[src/common/rv_defs.svh]
`ifndef RV_DEFS_SVH
`define RV_DEFS_SVH

`define XLEN           64
`define INST_WIDTH     32
`define REG_ADDR_WIDTH 5

// data ram size in doublewords
`define DRAM_DEPTH     64

`define RESET_PC       64'h0000_0000_0000_0000
`define EBREAK_INST    32'h0010_0073

`endif

[src/common/rv_isa_pkg.sv]
package rv_isa_pkg;

    typedef enum logic [6:0] {
        OP     = 7'b0110011,
        OP_IMM = 7'b0010011,
        OP_32  = 7'b0111011,
        LOAD   = 7'b0000011,
        STORE  = 7'b0100011,
        BRANCH = 7'b1100011,
        JAL    = 7'b1101111,
        JALR   = 7'b1100111,
        LUI    = 7'b0110111,
        AUIPC  = 7'b0010111,
        SYSTEM = 7'b1110011
    } opcode_e;

    localparam logic [2:0] F3_ADD_SUB = 3'b000;
    localparam logic [2:0] F3_ADDI    = 3'b000;
    localparam logic [2:0] F3_SLTIU   = 3'b011;
    localparam logic [2:0] F3_LW      = 3'b010;
    localparam logic [2:0] F3_SD      = 3'b011;
    localparam logic [2:0] F3_JALR    = 3'b000;
    localparam logic [2:0] F3_BEQ     = 3'b000;
    localparam logic [2:0] F3_BNE     = 3'b001;

    localparam logic [6:0] F7_BASE = 7'b0000000;
    localparam logic [6:0] F7_ALT  = 7'b0100000; // sub

    typedef enum logic [2:0] {
        IMM_I,
        IMM_S,
        IMM_B,
        IMM_J,
        IMM_U
    } imm_fmt_e;

endpackage

[src/core/imm_gen.sv]
`include "rv_defs.svh"

module imm_gen import rv_isa_pkg::*; (
    input  logic [`INST_WIDTH-1:0] inst,
    input  imm_fmt_e               imm_fmt,
    output logic [`XLEN-1:0]       imm
);

    always_comb begin
        case (imm_fmt)
            IMM_S: imm = {{52{inst[31]}}, inst[31:25], inst[11:7]};
            IMM_B: begin
                imm = {{51{inst[31]}}, inst[31], inst[7], inst[30:25], inst[11:8], 1'b0};
            end
            IMM_J: begin
                imm = {{43{inst[31]}}, inst[31], inst[19:12], inst[20], inst[30:21], 1'b0};
            end
            IMM_U:   imm = {{32{inst[31]}}, inst[31:12], 12'b0};
            default: imm = {{52{inst[31]}}, inst[31:20]};  // I format
        endcase
    end

endmodule

[config.mk]
export PLATFORM = sky130hd
export DESIGN_NAME = imm_gen
export DESIGN_NICKNAME = d
export VERILOG_FILES = /design/src/common/rv_isa_pkg.sv /design/src/core/imm_gen.sv
export VERILOG_INCLUDE_DIRS = /design/src /design/src/common
export SDC_FILE = /design/constraint.sdc
export NUM_CORES = 1
export LEC_CHECK = 0
export BUFFER_PORTS_ARGS = -buffer_cell sky130_fd_sc_hd__buf_2
export CORE_MARGIN = 2
export CORE_UTILIZATION = 25
export DETAILED_ROUTE_END_ITERATION = 8
export PLACE_DENSITY = 0.65
export SLEW_MARGIN = 20
export SYNTH_ARGS = -nofsm -noshare
export SYNTH_HDL_FRONTEND = slang
export SYNTH_SLANG_ARGS = --single-unit
[constraint.sdc]
create_clock -name vclk -period 1.4
set_input_delay 0.14 -clock vclk [all_inputs]
set_output_delay 0.14 -clock vclk [all_outputs]
set_load 0.01 [all_outputs]
**Yosys cells after proc, flatten, opt, wreduce, memory -nomap -nowiden**

Cells that the tools add are included.

- Muxes and demuxes: 1
- Eq/ne operators: 4

Operators with widths:

| cell | count |
|---|---|
| 31-bit case mux with 4 select lines | 1 |
| 3-bit by 2-bit == test with 1-bit output (second input constant) | 2 |
| 3-bit by 1-bit == test with 1-bit output (second input constant) | 1 |
| 3-bit == test (second input constant) | 1 |

- Input port bits: 35
- Output and inout bits: 64
- Register bits after elaboration: 0
- Word-level logic and storage cells: 5

**Depth between registers and ports, before layout**

- Depth after elaboration: 2
- Depth in mapped cells: 5
- Gate-level depth less buffers: 3

**Worst setup path after synthesis**

Ideal clock, no wire load.

- Path kind: input -> output
- From: input imm_fmt[0]
- To: output imm[18]
- Stages on the path: 4
- Data arrival time: 1.093 ns
- Path slack: 0.167 ns
- Cells stage by stage: buf_2 > buf_1 > o22ai_1 > a211oi_1

- Longest elaborated chain between the ends: 2
- Elaborated cells on any way between the ends: 5
- Those cells by class: 4 x eq/ne; 1 x mux

RTL lines:

| what | RTL line | source |
|---|---|---|
| start, declared | imm_gen.sv:5 | `input imm_fmt_e imm_fmt,` |
| 3-bit == test, or another cell as far along | imm_gen.sv:10 | `case (imm_fmt)` |
| 31-bit case mux with 4 select lines (*) | imm_gen.sv:10 |  |
| end, declared | imm_gen.sv:6 | `` output logic [`XLEN-1:0] imm `` |

Every way passes the cells marked *; elsewhere a longest branch is shown, timed or not.

**Worst setup path after layout**

- From: input imm_fmt[2]
- To: output imm[28]

Same word-level chain as after synthesis.

==> load_flow_metrics.sql <==
INSERT INTO impl_metrics (metric_group, metric, value, unit) VALUES
('timing', 'min_period', '1320', 'ps'),
('synthesis', 'netlist-cell-type-count', '23', ''),
('route', 'drt_first_pass_iters', '4', ''),
('timing', 'tightestPinTransition', '409', 'ps'),
('critical_path', 'worst_setup_path_startpoint', 'imm_fmt[2]', ''),
('route', 'wl', '2.51', 'mm'),
('global_routing', 'gr-usage-all-layers', '12.0', '%'),
('route', 'wl_per_cell', '11.1', 'um'),
('hold_path', 'holdCritPathClass', 'input pin to primary output', ''),
('finish', 'commonest_non_fill_non_tap_cells_in_the_layout', 'buf_2 (91), o22ai_1 (12), a21o_1 (12)', ''),
('power', 'power_frac_clock', '0', '%'),
('power', 'pwr-share-comb', '100.0', '%'),
('timing', 'rsz_0062_raised_after_global_routing', 'false', ''),
('critical_path', 'path_cells', 'buf_4 > or3b_4 > and2_4 > a21o_1 > buf_2', ''),
('power', 'power_report.internal_total', '0.000210', 'W'),
('synthesis', 'synth.avg_cell_area', '6.70', 'um2'),
('floorplan', 'placementRows', '20', ''),
('critical_path', 'timing_worst_setup_path_type', 'input pin to primary output', ''),
('timing', 'maxSlewHeadroom', '72.7', '%'),
('route', 'dr_total_vias', '1104', ''),
('route', 'drc', '0', ''),
('synthesis', 'proportion_of_synthesized_chip_area_in_sequential_cells', '0', '%'),
('power', 'power.density', '388', 'mW/mm2'),
('power', 'share_seq_of_total_power', '0', '%'),
('critical_path', 'worstSetupPathDepth', '5', ''),
('route', 'wl_met3', '251', 'um'),
('critical_path', 'worstPathRequired', '1260', 'ps'),
('route', 'wl_met1', '1.09', 'mm'),
('placed_design', 'gp_congestion', '0.760', ''),
('global_routing', 'globalRoute.totalOverflow', '0', ''),
('timing', 'fmax', '0.757', 'GHz'),
('critical_path', 'endpoint_kind', 'primary output', ''),
('floorplan', 'die_y', '61.4', 'um'),
('flow_run', 'cap_viol_max_count', '0', ''),
('finish', 'final_cell_count_without_fillers', '226', ''),
('timing', 'hold_violations', '0', ''),
('hold_path', 'min_path_cells', '3', ''),
('critical_path', 'worstPathBufferInverterCount', '2', ''),
('synthesis', 'yosysWarnings', '0', ''),
('route', 'highest-signal-layer', 'met4', ''),
('global_routing', 'grt_first_pass_wirelength', '3.64', 'mm'),
('clock_network', 'cts-hold-fix-buffers', '0', ''),
('floorplan', 'floorplan.initialDensity', '26.6', '%'),
('timing', 'final_min_period_over_clock_period', '94.3', '%'),
('global_routing', 'number_of_global_route_vias_before_repair', '821', ''),
('timing', 'totalNegativeSetupSlack', '0', 'ps'),
('critical_path', 'critical_path.top_delay_family', 'simple AND/OR/NAND/NOR gates', ''),
('floorplan', 'floorplan.die_area', '0.00377', 'mm2'),
('critical_path', 'worst_setup_path_start_kind', 'input pin', ''),
('finish', 'post-route-util', '37.1', '%'),
('route', 'antenna_violating_nets_post_route', '0', ''),
('run_status', 'run_status', 'finished, final reports clean', ''),
('floorplan', 'ios', '99', ''),
('route', 'route.detailed.vias_per_inst', '4.88', ''),
('floorplan', 'core', '0.00310', 'mm2'),
('finish', 'drive_above_1_share', '61.0', '%'),
('power', 'worst_ir_drop_vdd', '0.140', 'mV'),
('critical_path', 'timing.critical_path.slowest_cell_delay', '400', 'ps'),
('critical_path', 'critical_path_arrival', '1180', 'ps'),
('finish', 'register_area', '0', 'um2'),
('finish', 'seq_cell_count', '0', ''),
('global_routing', 'grt_antenna_before_repair', '0', ''),
('finish', 'clock_buffers', '0', ''),
('finish', 'flow.area_growth_from_synthesis', '39.6', '%'),
('placed_design', 'port_buffers', '92', ''),
('critical_path', 'timing.critical_path.slowest_stage_cell', 'or3b_4', ''),
('timing', 'slew_viol_final', '0', ''),
('route', 'initialDrtViolationCount', '28', ''),
('critical_path', 'critical_path_peak_fanout', '14', ''),
('synthesis', 'synth_area', '825', 'um2'),
('placed_design', 'dpl.cell_count', '226', '');
==> cell usage after synthesis (all sizes together) <==
master,number,area share [%]
nor3,5,3.0
o221a,1,1.4
clkbuf,6,2.7
a211oi,9,8.8
nor3b,1,0.91
or3b,2,2.1
a22o,2,2.1
and2,7,5.6
mux2i,1,1.2
or2,4,3.0
a221oi,4,4.2
nand2b,2,1.5
buf,38,34
nor2,10,4.6
nor2b,6,4.6
a21o,12,11
o22ai,12,9.1
nand2,1,0.45
==> worst min-delay path by stage <==
stage | endpoint | startpoint | slack [ps]
2_1_floorplan | imm[31] | inst[31] | 370
3_3_place_gp | imm[27] | inst[27] | 570
3_5_place_dp | imm[26] | inst[26] | 570
4_1_cts | imm[26] | inst[26] | 570
5_1_grt | imm[30] | inst[30] | 580
6_report | imm[26] | inst[26] | 570
==> cell families after synthesis <==
family / Yosys count / share of synthesized area [%]
buffers and inverters: 44 / 36.4
muxes: 1 / 1.21
and+or+nand+nor: 38 / 25.8
AOI/OAI and AO/OA: 40 / 36.6
==> metal layers <==
| layer | vias up | global-route usage, % |
|---|---|---|
| li1 | 526 | - |
| met1 | 496 | 16.7 |
| met2 | 78 | 22.0 |
| met3 | 4 | 0.420 |
| met4 | 0 | 0 |
| met5 | - | 0 |
==> repair_timing <==
item | in CTS | in global routing
endpoints found under the setup margin | 3 | 26
endpoints found under the hold margin | 0 | 0
cloned | 0 | 0
buffers inserted | 0 | 0
gates resized for setup | 1 | 4
==> area by class of cell <==
type	instances	area [um2]	area share [%]
timing repair buffer	103	562	48.8
tap	44	55.1	4.78
multi-input combinational	79	534	46.4
==> per-stage QoR <==
step	power, W	setup WS, ps	cell area [um2]
floorplan	0.000294	167	825
global placement	0.000437	9.18	1130
detailed placement	0.000441	-20.1	1130
CTS	0.000447	22.2	1140
global route	0.000493	17.6	1150
finish	0.000446	79.4	1150
==> power groups by stage <==
stage                     combinational [W]  clock (W)  sequential (W)
after floorplan                    0.000294          0               0
after global placement             0.000437          0               0
after detailed placement           0.000441          0               0
after CTS                          0.000447          0               0
after global routing               0.000493          0               0
final                              0.000446          0               0
No activity file was read; power rests on OpenSTA's default activity.
