<file path="config.mk">
export PLATFORM = sky130hd
export DESIGN_NAME = ctrl_flat
export DESIGN_NICKNAME = d
export VERILOG_FILES = /design/src/common/rv_exec_pkg.sv /design/src/common/rv_isa_pkg.sv /design/src/common/dec_if.sv /design/src/core/ctrl.sv /design/src/flat_wrapper.sv
export VERILOG_INCLUDE_DIRS = /design/src /design/src/common
export SDC_FILE = /design/constraint.sdc
export NUM_CORES = 1
export LEC_CHECK = 0
export ABC_AREA = 1
export ABC_CLOCK_PERIOD_IN_PS = 1700
export BUFFER_PORTS_ARGS = -buffer_cell sky130_fd_sc_hd__clkbuf_2
export CAP_MARGIN = 20
export CORE_UTILIZATION = 41
export DETAILED_ROUTE_END_ITERATION = 12
export GPL_TIMING_DRIVEN = 0
export PLACE_DENSITY = 0.95
export SLEW_MARGIN = 30
export SYNTH_ARGS = -nofsm -noshare
export SYNTH_HDL_FRONTEND = slang
export SYNTH_SLANG_ARGS = --single-unit
</file>
<file path="constraint.sdc">
create_clock -name vclk -period 1.7
set_input_delay 0.255 -clock vclk [all_inputs]
set_output_delay 0.255 -clock vclk [all_outputs]
set_load 0.005 [all_outputs]
</file>
<file path="src/common/rv_defs.svh">
`ifndef RV_DEFS_SVH
`define RV_DEFS_SVH

`define XLEN           64
`define INST_WIDTH     32
`define REG_ADDR_WIDTH 5

// data ram size in doublewords
`define DRAM_DEPTH     64

`define RESET_PC       64'h0000_0000_0000_0000
`define EBREAK_INST    32'h0010_0073

`endif

</file>
<file path="src/common/rv_exec_pkg.sv">
package rv_exec_pkg;

    typedef enum logic [1:0] {
        ALU_ADD,
        ALU_SUB,
        ALU_SLTU,
        ALU_SUBN  // beq compare
    } alu_op_e;

    typedef enum logic [1:0] {
        SRC_REG,
        SRC_IMM,
        SRC_IMM_PC,
        SRC_FOUR_PC
    } alu_src_e;

    typedef enum logic [1:0] {
        EXT_NONE,
        EXT_LOAD_W,
        EXT_WORD
    } ext_mode_e;

endpackage

</file>
<file path="src/common/rv_isa_pkg.sv">
package rv_isa_pkg;

    typedef enum logic [6:0] {
        OP     = 7'b0110011,
        OP_IMM = 7'b0010011,
        OP_32  = 7'b0111011,
        LOAD   = 7'b0000011,
        STORE  = 7'b0100011,
        BRANCH = 7'b1100011,
        JAL    = 7'b1101111,
        JALR   = 7'b1100111,
        LUI    = 7'b0110111,
        AUIPC  = 7'b0010111,
        SYSTEM = 7'b1110011
    } opcode_e;

    localparam logic [2:0] F3_ADD_SUB = 3'b000;
    localparam logic [2:0] F3_ADDI    = 3'b000;
    localparam logic [2:0] F3_SLTIU   = 3'b011;
    localparam logic [2:0] F3_LW      = 3'b010;
    localparam logic [2:0] F3_SD      = 3'b011;
    localparam logic [2:0] F3_JALR    = 3'b000;
    localparam logic [2:0] F3_BEQ     = 3'b000;
    localparam logic [2:0] F3_BNE     = 3'b001;

    localparam logic [6:0] F7_BASE = 7'b0000000;
    localparam logic [6:0] F7_ALT  = 7'b0100000; // sub

    typedef enum logic [2:0] {
        IMM_I,
        IMM_S,
        IMM_B,
        IMM_J,
        IMM_U
    } imm_fmt_e;

endpackage

</file>
<file path="src/common/dec_if.sv">
`include "rv_defs.svh"

interface dec_if import rv_isa_pkg::*, rv_exec_pkg::*; ();

    logic                       branch;
    logic                       jump;
    logic                       jalr;
    logic                       reg_wen;
    logic [`REG_ADDR_WIDTH-1:0] reg_waddr;
    logic [`REG_ADDR_WIDTH-1:0] reg1_raddr;
    logic [`REG_ADDR_WIDTH-1:0] reg2_raddr;
    imm_fmt_e                   imm_fmt;
    alu_op_e                    alu_op;
    alu_src_e                   alu_src;
    logic                       mem_wen;
    logic                       mem_ren;
    ext_mode_e                  ext_mode;
    logic                       illegal;
    logic                       ebreak;

    modport ctrl_mp (
        output branch, jump, jalr, reg_wen, reg_waddr, reg1_raddr, reg2_raddr,
        output imm_fmt, alu_op, alu_src, mem_wen, mem_ren, ext_mode, illegal, ebreak
    );

    modport dp_mp (
        input branch, jump, jalr, reg_wen, reg_waddr, reg1_raddr, reg2_raddr,
        input imm_fmt, alu_op, alu_src, mem_wen, mem_ren, ext_mode, illegal, ebreak
    );

endinterface

</file>
<file path="src/core/ctrl.sv">
`include "rv_defs.svh"

module ctrl import rv_isa_pkg::*, rv_exec_pkg::*; (
    input  logic [`INST_WIDTH-1:0] inst,
    dec_if.ctrl_mp                 dec
);

    opcode_e                    opcode;
    logic [2:0]                 funct3;
    logic [6:0]                 funct7;
    logic [`REG_ADDR_WIDTH-1:0] rd;
    logic [`REG_ADDR_WIDTH-1:0] rs1;
    logic [`REG_ADDR_WIDTH-1:0] rs2;

    assign opcode = opcode_e'(inst[6:0]);
    assign funct3 = inst[14:12];
    assign funct7 = inst[31:25];
    assign rd     = inst[11:7];
    assign rs1    = inst[19:15];
    assign rs2    = inst[24:20];

    always_comb begin
        dec.branch     = 1'b0;
        dec.jump       = 1'b0;
        dec.jalr       = 1'b0;
        dec.reg_wen    = 1'b0;
        dec.reg_waddr  = rd;
        dec.reg1_raddr = rs1;
        dec.reg2_raddr = rs2;
        dec.imm_fmt    = IMM_I;
        dec.alu_op     = ALU_ADD;
        dec.alu_src    = SRC_REG;
        dec.mem_wen    = 1'b0;
        dec.mem_ren    = 1'b0;
        dec.ext_mode   = EXT_NONE;
        dec.illegal    = 1'b0;
        dec.ebreak     = 1'b0;
        case (opcode)
            OP: begin
                if (funct3 == F3_ADD_SUB && funct7 == F7_BASE) begin
                    dec.reg_wen = 1'b1;
                end else if (funct3 == F3_ADD_SUB && funct7 == F7_ALT) begin
                    dec.reg_wen = 1'b1;
                    dec.alu_op  = ALU_SUB;
                end else begin
                    dec.illegal = 1'b1;
                end
            end
            OP_IMM: begin
                dec.alu_src = SRC_IMM;
                if (funct3 == F3_ADDI) begin
                    dec.reg_wen = 1'b1;
                end else if (funct3 == F3_SLTIU) begin
                    dec.reg_wen = 1'b1;
                    dec.alu_op  = ALU_SLTU;
                end else begin
                    dec.illegal = 1'b1;
                end
            end
            OP_32: begin
                dec.ext_mode = EXT_WORD;  // addw only
                if (funct3 == F3_ADD_SUB && funct7 == F7_BASE) dec.reg_wen = 1'b1;
                else dec.illegal = 1'b1;
            end
            LOAD: begin
                dec.alu_src  = SRC_IMM;  // rs1 + imm address
                dec.ext_mode = EXT_LOAD_W;
                if (funct3 == F3_LW) begin
                    dec.reg_wen = 1'b1;
                    dec.mem_ren = 1'b1;
                end else begin
                    dec.illegal = 1'b1;
                end
            end
            STORE: begin
                dec.imm_fmt = IMM_S;
                dec.alu_src = SRC_IMM;
                if (funct3 == F3_SD) dec.mem_wen = 1'b1;
                else dec.illegal = 1'b1;
            end
            BRANCH: begin
                dec.imm_fmt = IMM_B;
                if (funct3 == F3_BEQ) begin
                    dec.branch = 1'b1;
                    dec.alu_op = ALU_SUBN;
                end else if (funct3 == F3_BNE) begin
                    dec.branch = 1'b1;
                    dec.alu_op = ALU_SUB;
                end else begin
                    dec.illegal = 1'b1;
                end
            end
            JAL: begin
                dec.jump    = 1'b1;
                dec.reg_wen = 1'b1;
                dec.imm_fmt = IMM_J;
                dec.alu_src = SRC_FOUR_PC;  // link value
            end
            JALR: begin
                dec.alu_src = SRC_FOUR_PC;
                if (funct3 == F3_JALR) begin
                    dec.jump    = 1'b1;
                    dec.jalr    = 1'b1;
                    dec.reg_wen = 1'b1;
                end else begin
                    dec.illegal = 1'b1;
                end
            end
            LUI: begin
                dec.reg_wen    = 1'b1;
                dec.reg1_raddr = '0;  // x0 + imm
                dec.imm_fmt    = IMM_U;
                dec.alu_src    = SRC_IMM;
            end
            AUIPC: begin
                dec.reg_wen = 1'b1;
                dec.imm_fmt = IMM_U;
                dec.alu_src = SRC_IMM_PC;
            end
            SYSTEM: begin
                if (inst == `EBREAK_INST) dec.ebreak = 1'b1;
                else dec.illegal = 1'b1;
            end
            default: dec.illegal = 1'b1;
        endcase
    end

endmodule

</file>
<file path="src/flat_wrapper.sv">
// flat-port wrapper written by rule: the top's interface ports become plain ports
module ctrl_flat import rv_isa_pkg::*, rv_exec_pkg::*;
  (inst, dec_branch, dec_jump, dec_jalr, dec_reg_wen, dec_reg_waddr, dec_reg1_raddr, dec_reg2_raddr, dec_imm_fmt, dec_alu_op, dec_alu_src, dec_mem_wen, dec_mem_ren, dec_ext_mode, dec_illegal, dec_ebreak);
  dec_if dec_i ();
  input  logic [`INST_WIDTH-1:0] inst;
  output wire logic [$bits(dec_i.branch)-1:0] dec_branch;
  output wire logic [$bits(dec_i.jump)-1:0] dec_jump;
  output wire logic [$bits(dec_i.jalr)-1:0] dec_jalr;
  output wire logic [$bits(dec_i.reg_wen)-1:0] dec_reg_wen;
  output wire logic [$bits(dec_i.reg_waddr)-1:0] dec_reg_waddr;
  output wire logic [$bits(dec_i.reg1_raddr)-1:0] dec_reg1_raddr;
  output wire logic [$bits(dec_i.reg2_raddr)-1:0] dec_reg2_raddr;
  output wire logic [$bits(dec_i.imm_fmt)-1:0] dec_imm_fmt;
  output wire logic [$bits(dec_i.alu_op)-1:0] dec_alu_op;
  output wire logic [$bits(dec_i.alu_src)-1:0] dec_alu_src;
  output wire logic [$bits(dec_i.mem_wen)-1:0] dec_mem_wen;
  output wire logic [$bits(dec_i.mem_ren)-1:0] dec_mem_ren;
  output wire logic [$bits(dec_i.ext_mode)-1:0] dec_ext_mode;
  output wire logic [$bits(dec_i.illegal)-1:0] dec_illegal;
  output wire logic [$bits(dec_i.ebreak)-1:0] dec_ebreak;
  assign dec_branch = dec_i.branch;
  assign dec_jump = dec_i.jump;
  assign dec_jalr = dec_i.jalr;
  assign dec_reg_wen = dec_i.reg_wen;
  assign dec_reg_waddr = dec_i.reg_waddr;
  assign dec_reg1_raddr = dec_i.reg1_raddr;
  assign dec_reg2_raddr = dec_i.reg2_raddr;
  assign dec_imm_fmt = dec_i.imm_fmt;
  assign dec_alu_op = dec_i.alu_op;
  assign dec_alu_src = dec_i.alu_src;
  assign dec_mem_wen = dec_i.mem_wen;
  assign dec_mem_ren = dec_i.mem_ren;
  assign dec_ext_mode = dec_i.ext_mode;
  assign dec_illegal = dec_i.illegal;
  assign dec_ebreak = dec_i.ebreak;
  ctrl u_core (.inst(inst), .dec(dec_i));
endmodule
</file>
Word-level counts from Yosys, hierarchy flattened
Index checks and enable logic that the tools add are counted.
{"block": "classes", "n_eq_ne": 16, "mux": 39, "reduce_logical": 8}
{"cell": "equality test 7 x 6 -> 1 bit, second input constant", "n": 5}
{"cell": "equality test 32 x 21 -> 1 bit, second input constant", "n": 1}
{"cell": "equality test 7 bit, second input constant", "n": 4}
{"cell": "two-way mux 1 bit", "n": 27}
{"cell": "equality test 7 x 5 -> 1 bit, second input constant", "n": 2}
{"cell": "case mux 2 bit (3 select lines)", "n": 2}
{"cell": "case mux 3 bit (4 select lines)", "n": 1}
{"cell": "case mux 1 bit (9 select lines)", "n": 1}
{"cell": "two-way mux 2 bit", "n": 4}
{"cell": "equality test 7 x 2 -> 1 bit, second input constant", "n": 1}
{"cell": "logical NOT 7 bit", "n": 1}
{"cell": "equality test 3 x 2 -> 1 bit, second input constant", "n": 2}
{"cell": "case mux 1 bit (6 select lines)", "n": 1}
{"cell": "two-way mux 5 bit", "n": 1}
{"cell": "case mux 2 bit (2 select lines)", "n": 1}
{"cell": "OR reduction 2 bit", "n": 2}
{"cell": "OR reduction 4 bit", "n": 1}
{"cell": "equality test 3 x 1 -> 1 bit, second input constant", "n": 1}
{"cell": "logical NOT 3 bit", "n": 1}
{"cell": "OR reduction 3 bit", "n": 1}
{"cell": "logical AND 1 bit", "n": 2}
{"cell": "case mux 1 bit (2 select lines)", "n": 1}
{"block": "totals", "reg_bits": 0, "output_inout_bits": 32, "elab_cells": 63, "input_bits": 32}

Logic depth before layout (Yosys ltp)
{"block": "logic_depth", "ltp_word": 5, "ltp_mapped": 9, "mapped_depth_nobuf": 9}

Worst setup path before layout
OpenSTA, ideal clock, no wires.
{"block": "synth_timing", "kind": "input to output", "startpoint": "input port inst[1]", "endpoint": "output port dec_reg_wen", "required_time_ps": 1445, "setup_slack_ps": 481, "path_stages": 8, "path_buffers": 0, "arrival_time_ps": 964, "path_cell_list": "nand2_1 > inv_1 > nand3_2 > nor2_2 > nand3_1 > inv_2 > nor2_1 > nand3_1"}
{"block": "synth_via", "elab_chain_len": 3}
{"item": "start: declaration", "line": "flat_wrapper.sv:5", "rtl": "input logic [`INST_WIDTH-1:0] inst;"}
{"item": "equality test 7 bit, or another cell as far along", "line": "ctrl.sv:38", "rtl": "case (opcode)"}
{"item": "OR reduction 3 bit (no source line)"}
{"item": "case mux 1 bit (6 select lines) *", "line": "ctrl.sv:38"}
{"item": "end: declaration", "line": "flat_wrapper.sv:9", "rtl": "output wire logic [$bits(dec_i.reg_wen)-1:0] dec_reg_wen;"}
Mark *: on every way between the ends. The rest lies on a longest branch, timed or not.

Final worst setup path
{"block": "layout_timing", "startpoint": "input port inst[3]", "endpoint": "output port dec_alu_op[0]"}
{"block": "layout_via", "elab_chain_len": 2}
{"item": "equality test 7 bit, or another cell as far along", "line": "ctrl.sv:38"}
{"item": "case mux 2 bit (3 select lines) *", "line": "ctrl.sv:38"}
{"item": "end: declaration", "line": "flat_wrapper.sv:14", "rtl": "output wire logic [$bits(dec_i.alu_op)-1:0] dec_alu_op;"}
Marks and branches as above.

==> flow_summary.ini <==
[timing]
period_needed_ns = 1.547
setup_viol = 0
slew_headroom = 0.7883
whs_ns = 0.7729
worstMarginPinSlew_ns = 0.3147
final_hold_viol_count = 0
post-route-period-util = 0.9100
fmax_ghz = 0.6464
worst_slack_ns = 0.1530
rsz0062_at_grt = false
setup_tns_ns = 0
maxSlewViolCount = 0

[place]
place_congestion = 0.8803
place.detailed.hpwl_mm = 1.764
io_buffers = 64
dp_slack_ns = 0.1308

[floorplan]
die_w_um = 41.18
die_h_um = 41.18
io_pins = 64
fp.coreArea_um2 = 1366
dieArea_um2 = 1696
rows = 13
start_util = 0.4606

[layout]
drive_gt1_frac = 0.4523
clock_buffers = 0
seq_cells = 0
mostFrequentLayoutCells = clkbuf_2 (64), nor2_1 (34), nand2_1 (27), inv_1 (22), nand3_1 (15)
regArea_um2 = 0
n_antenna_cell = 0
final_common_cell = clkbuf_2
syn_to_final_growth_pct = 54.27
fin_nets = 233

[route]
via_count = 1011
wl_per_cell_um = 9.234
drt_first_pass_iters = 4
ant_nets = 0
drc = 0
routed_via_density = 4.724
drt_iter0_drc = 27
wl_mm = 1.976

[min_path]
hold_depth = 4
min_to = dec_reg1_raddr[4]
hp-start = inst[19]
hp-class = primary input to output port

[worst_setup_path]
critPathArrivalTime_ns = 1.29
slowest_stage = nor2_2
start_kind = primary input
critical_path_required_ns = 1.44
path_max_fanout = 6
cp_common_cell = nand2_1
cp_cell_sequence = clkbuf_2 -> inv_1 -> nand2_1 -> nor2_2 -> nand2_1 -> nor2_1 -> nand2_1 -> o21ai_1 -> clkbuf_2
endpoint_kind = output port
critical_path_class = primary input to output port
slowest_delay_ns = 0.22

[yosys]
synth_top_family_by_area = simple AND/OR/NAND/NOR gates
synth_compound_area_frac = 0.06561
yosys.area_share.simple = 0.6660
synth-xor-area-share = 0
yosysSeqAreaShare = 0
synth_mux_area_frac = 0
synth_area_um2 = 629.4
avgSynthCellArea_um2 = 4.662
syn_nets = 167
syn_inst = 135
synth_cell_types = 20
synth_fa_ha_area_frac = 0
yosysWarnings = 0

[cts]
post_cts_resized = 0
holdBufCountCts = 0
post_cts_buffers = 0

[grt]
grt_pass1_vias = 717
grt_pass1_wl_mm = 2.670
grt_overflow = 0
track_usage = 0.2223
antenna_found_initial = 0
grt_start_max_net_pins = 8

[run_status]
status = complete, no violations

[power_and_ir_drop]
power.density_nw_per_um2 = 156.9
leakagePower_nw = 0.6307
ir_drop_mv = 0.08717

[run]
drv_cap = 0
[worst max path at each step]
stage	to	slack [ns]	cells after the start	from
floorplan	dec_reg_wen	0.48	8	inst[1]
global placement	dec_reg1_raddr[2]	0.14	8	inst[3]
detailed placement	dec_reg1_raddr[1]	0.13	8	inst[3]
CTS	dec_reg1_raddr[1]	0.13	8	inst[3]
global route	dec_illegal	0.007	10	inst[13]
finish	dec_alu_op[0]	0.15	9	inst[3]
[stage by stage]
step	instances	power (mW)	util	instance area [µm²]
after CTS	214	0.1527	0.7088	968.4
final	214	0.1523	0.7106	970.9
after global routing	214	0.1739	0.7106	970.9
after detailed placement	214	0.1519	0.7088	968.4
after global placement	214	0.1478	0.7088	968.4
after floorplan	135	0.07347	-	629.4
[cell type report]
class	instances	area (µm²)
buffer	10	75.07
tap	15	18.77
multi-input combinational	100	462.9
inverter	25	93.84
fill	128	395.4
timing repair buffer	64	320.3
[critical path: cells and delay by family]
kind                   cells  cell delay, ns
AND/OR/NAND/NOR            5            0.64
buffers and inverters      3            0.32
AO/OA/AOI/OAI              1            0.08
[cells by family (layout without fill, tap and decap cells)]
group | Yosys count | count (layout)
buf+inv | 35 | 99
simple gates | 94 | 94
compound gates | 6 | 6
[cells in the mapped netlist]
| cell | count | area share |
|---|---|---|
| nor2_1 | 35 | 0.21 |
| nand2_1 | 27 | 0.16 |
| inv_1 | 22 | 0.13 |
| nand3_1 | 15 | 0.12 |
| buf_4 | 10 | 0.12 |
| nor2_2 | 5 | 0.050 |
| nand2_2 | 4 | 0.040 |
| inv_2 | 3 | 0.018 |
| nor3_1 | 3 | 0.024 |
| a21oi_1 | 1 | 0.0079 |
| and3_1 | 1 | 0.0099 |
| nand3_2 | 1 | 0.016 |
| nand4_1 | 1 | 0.0099 |
| nor2_4 | 1 | 0.018 |
| nor4_1 | 1 | 0.0099 |
| o2111ai_1 | 1 | 0.014 |
| o21ai_0 | 1 | 0.0079 |
| o21ai_1 | 1 | 0.0079 |
| o21ai_2 | 1 | 0.014 |
| o32ai_1 | 1 | 0.014 |
[routing by layer]
layer,GRT usage,vias up,wire length [µm]
li1,-,538,-
met1,0.2563,428,793
met2,0.4531,45,1004
met3,0.01087,0,177
met4,0.01613,0,0
met5,0,-,0
[power by group]
part / switching [mW] / internal (mW)
combinational: 0.0784 / 0.0739
clock: 0 / 0
sequential: 0 / 0
Power figures use the tool's default switching activity.
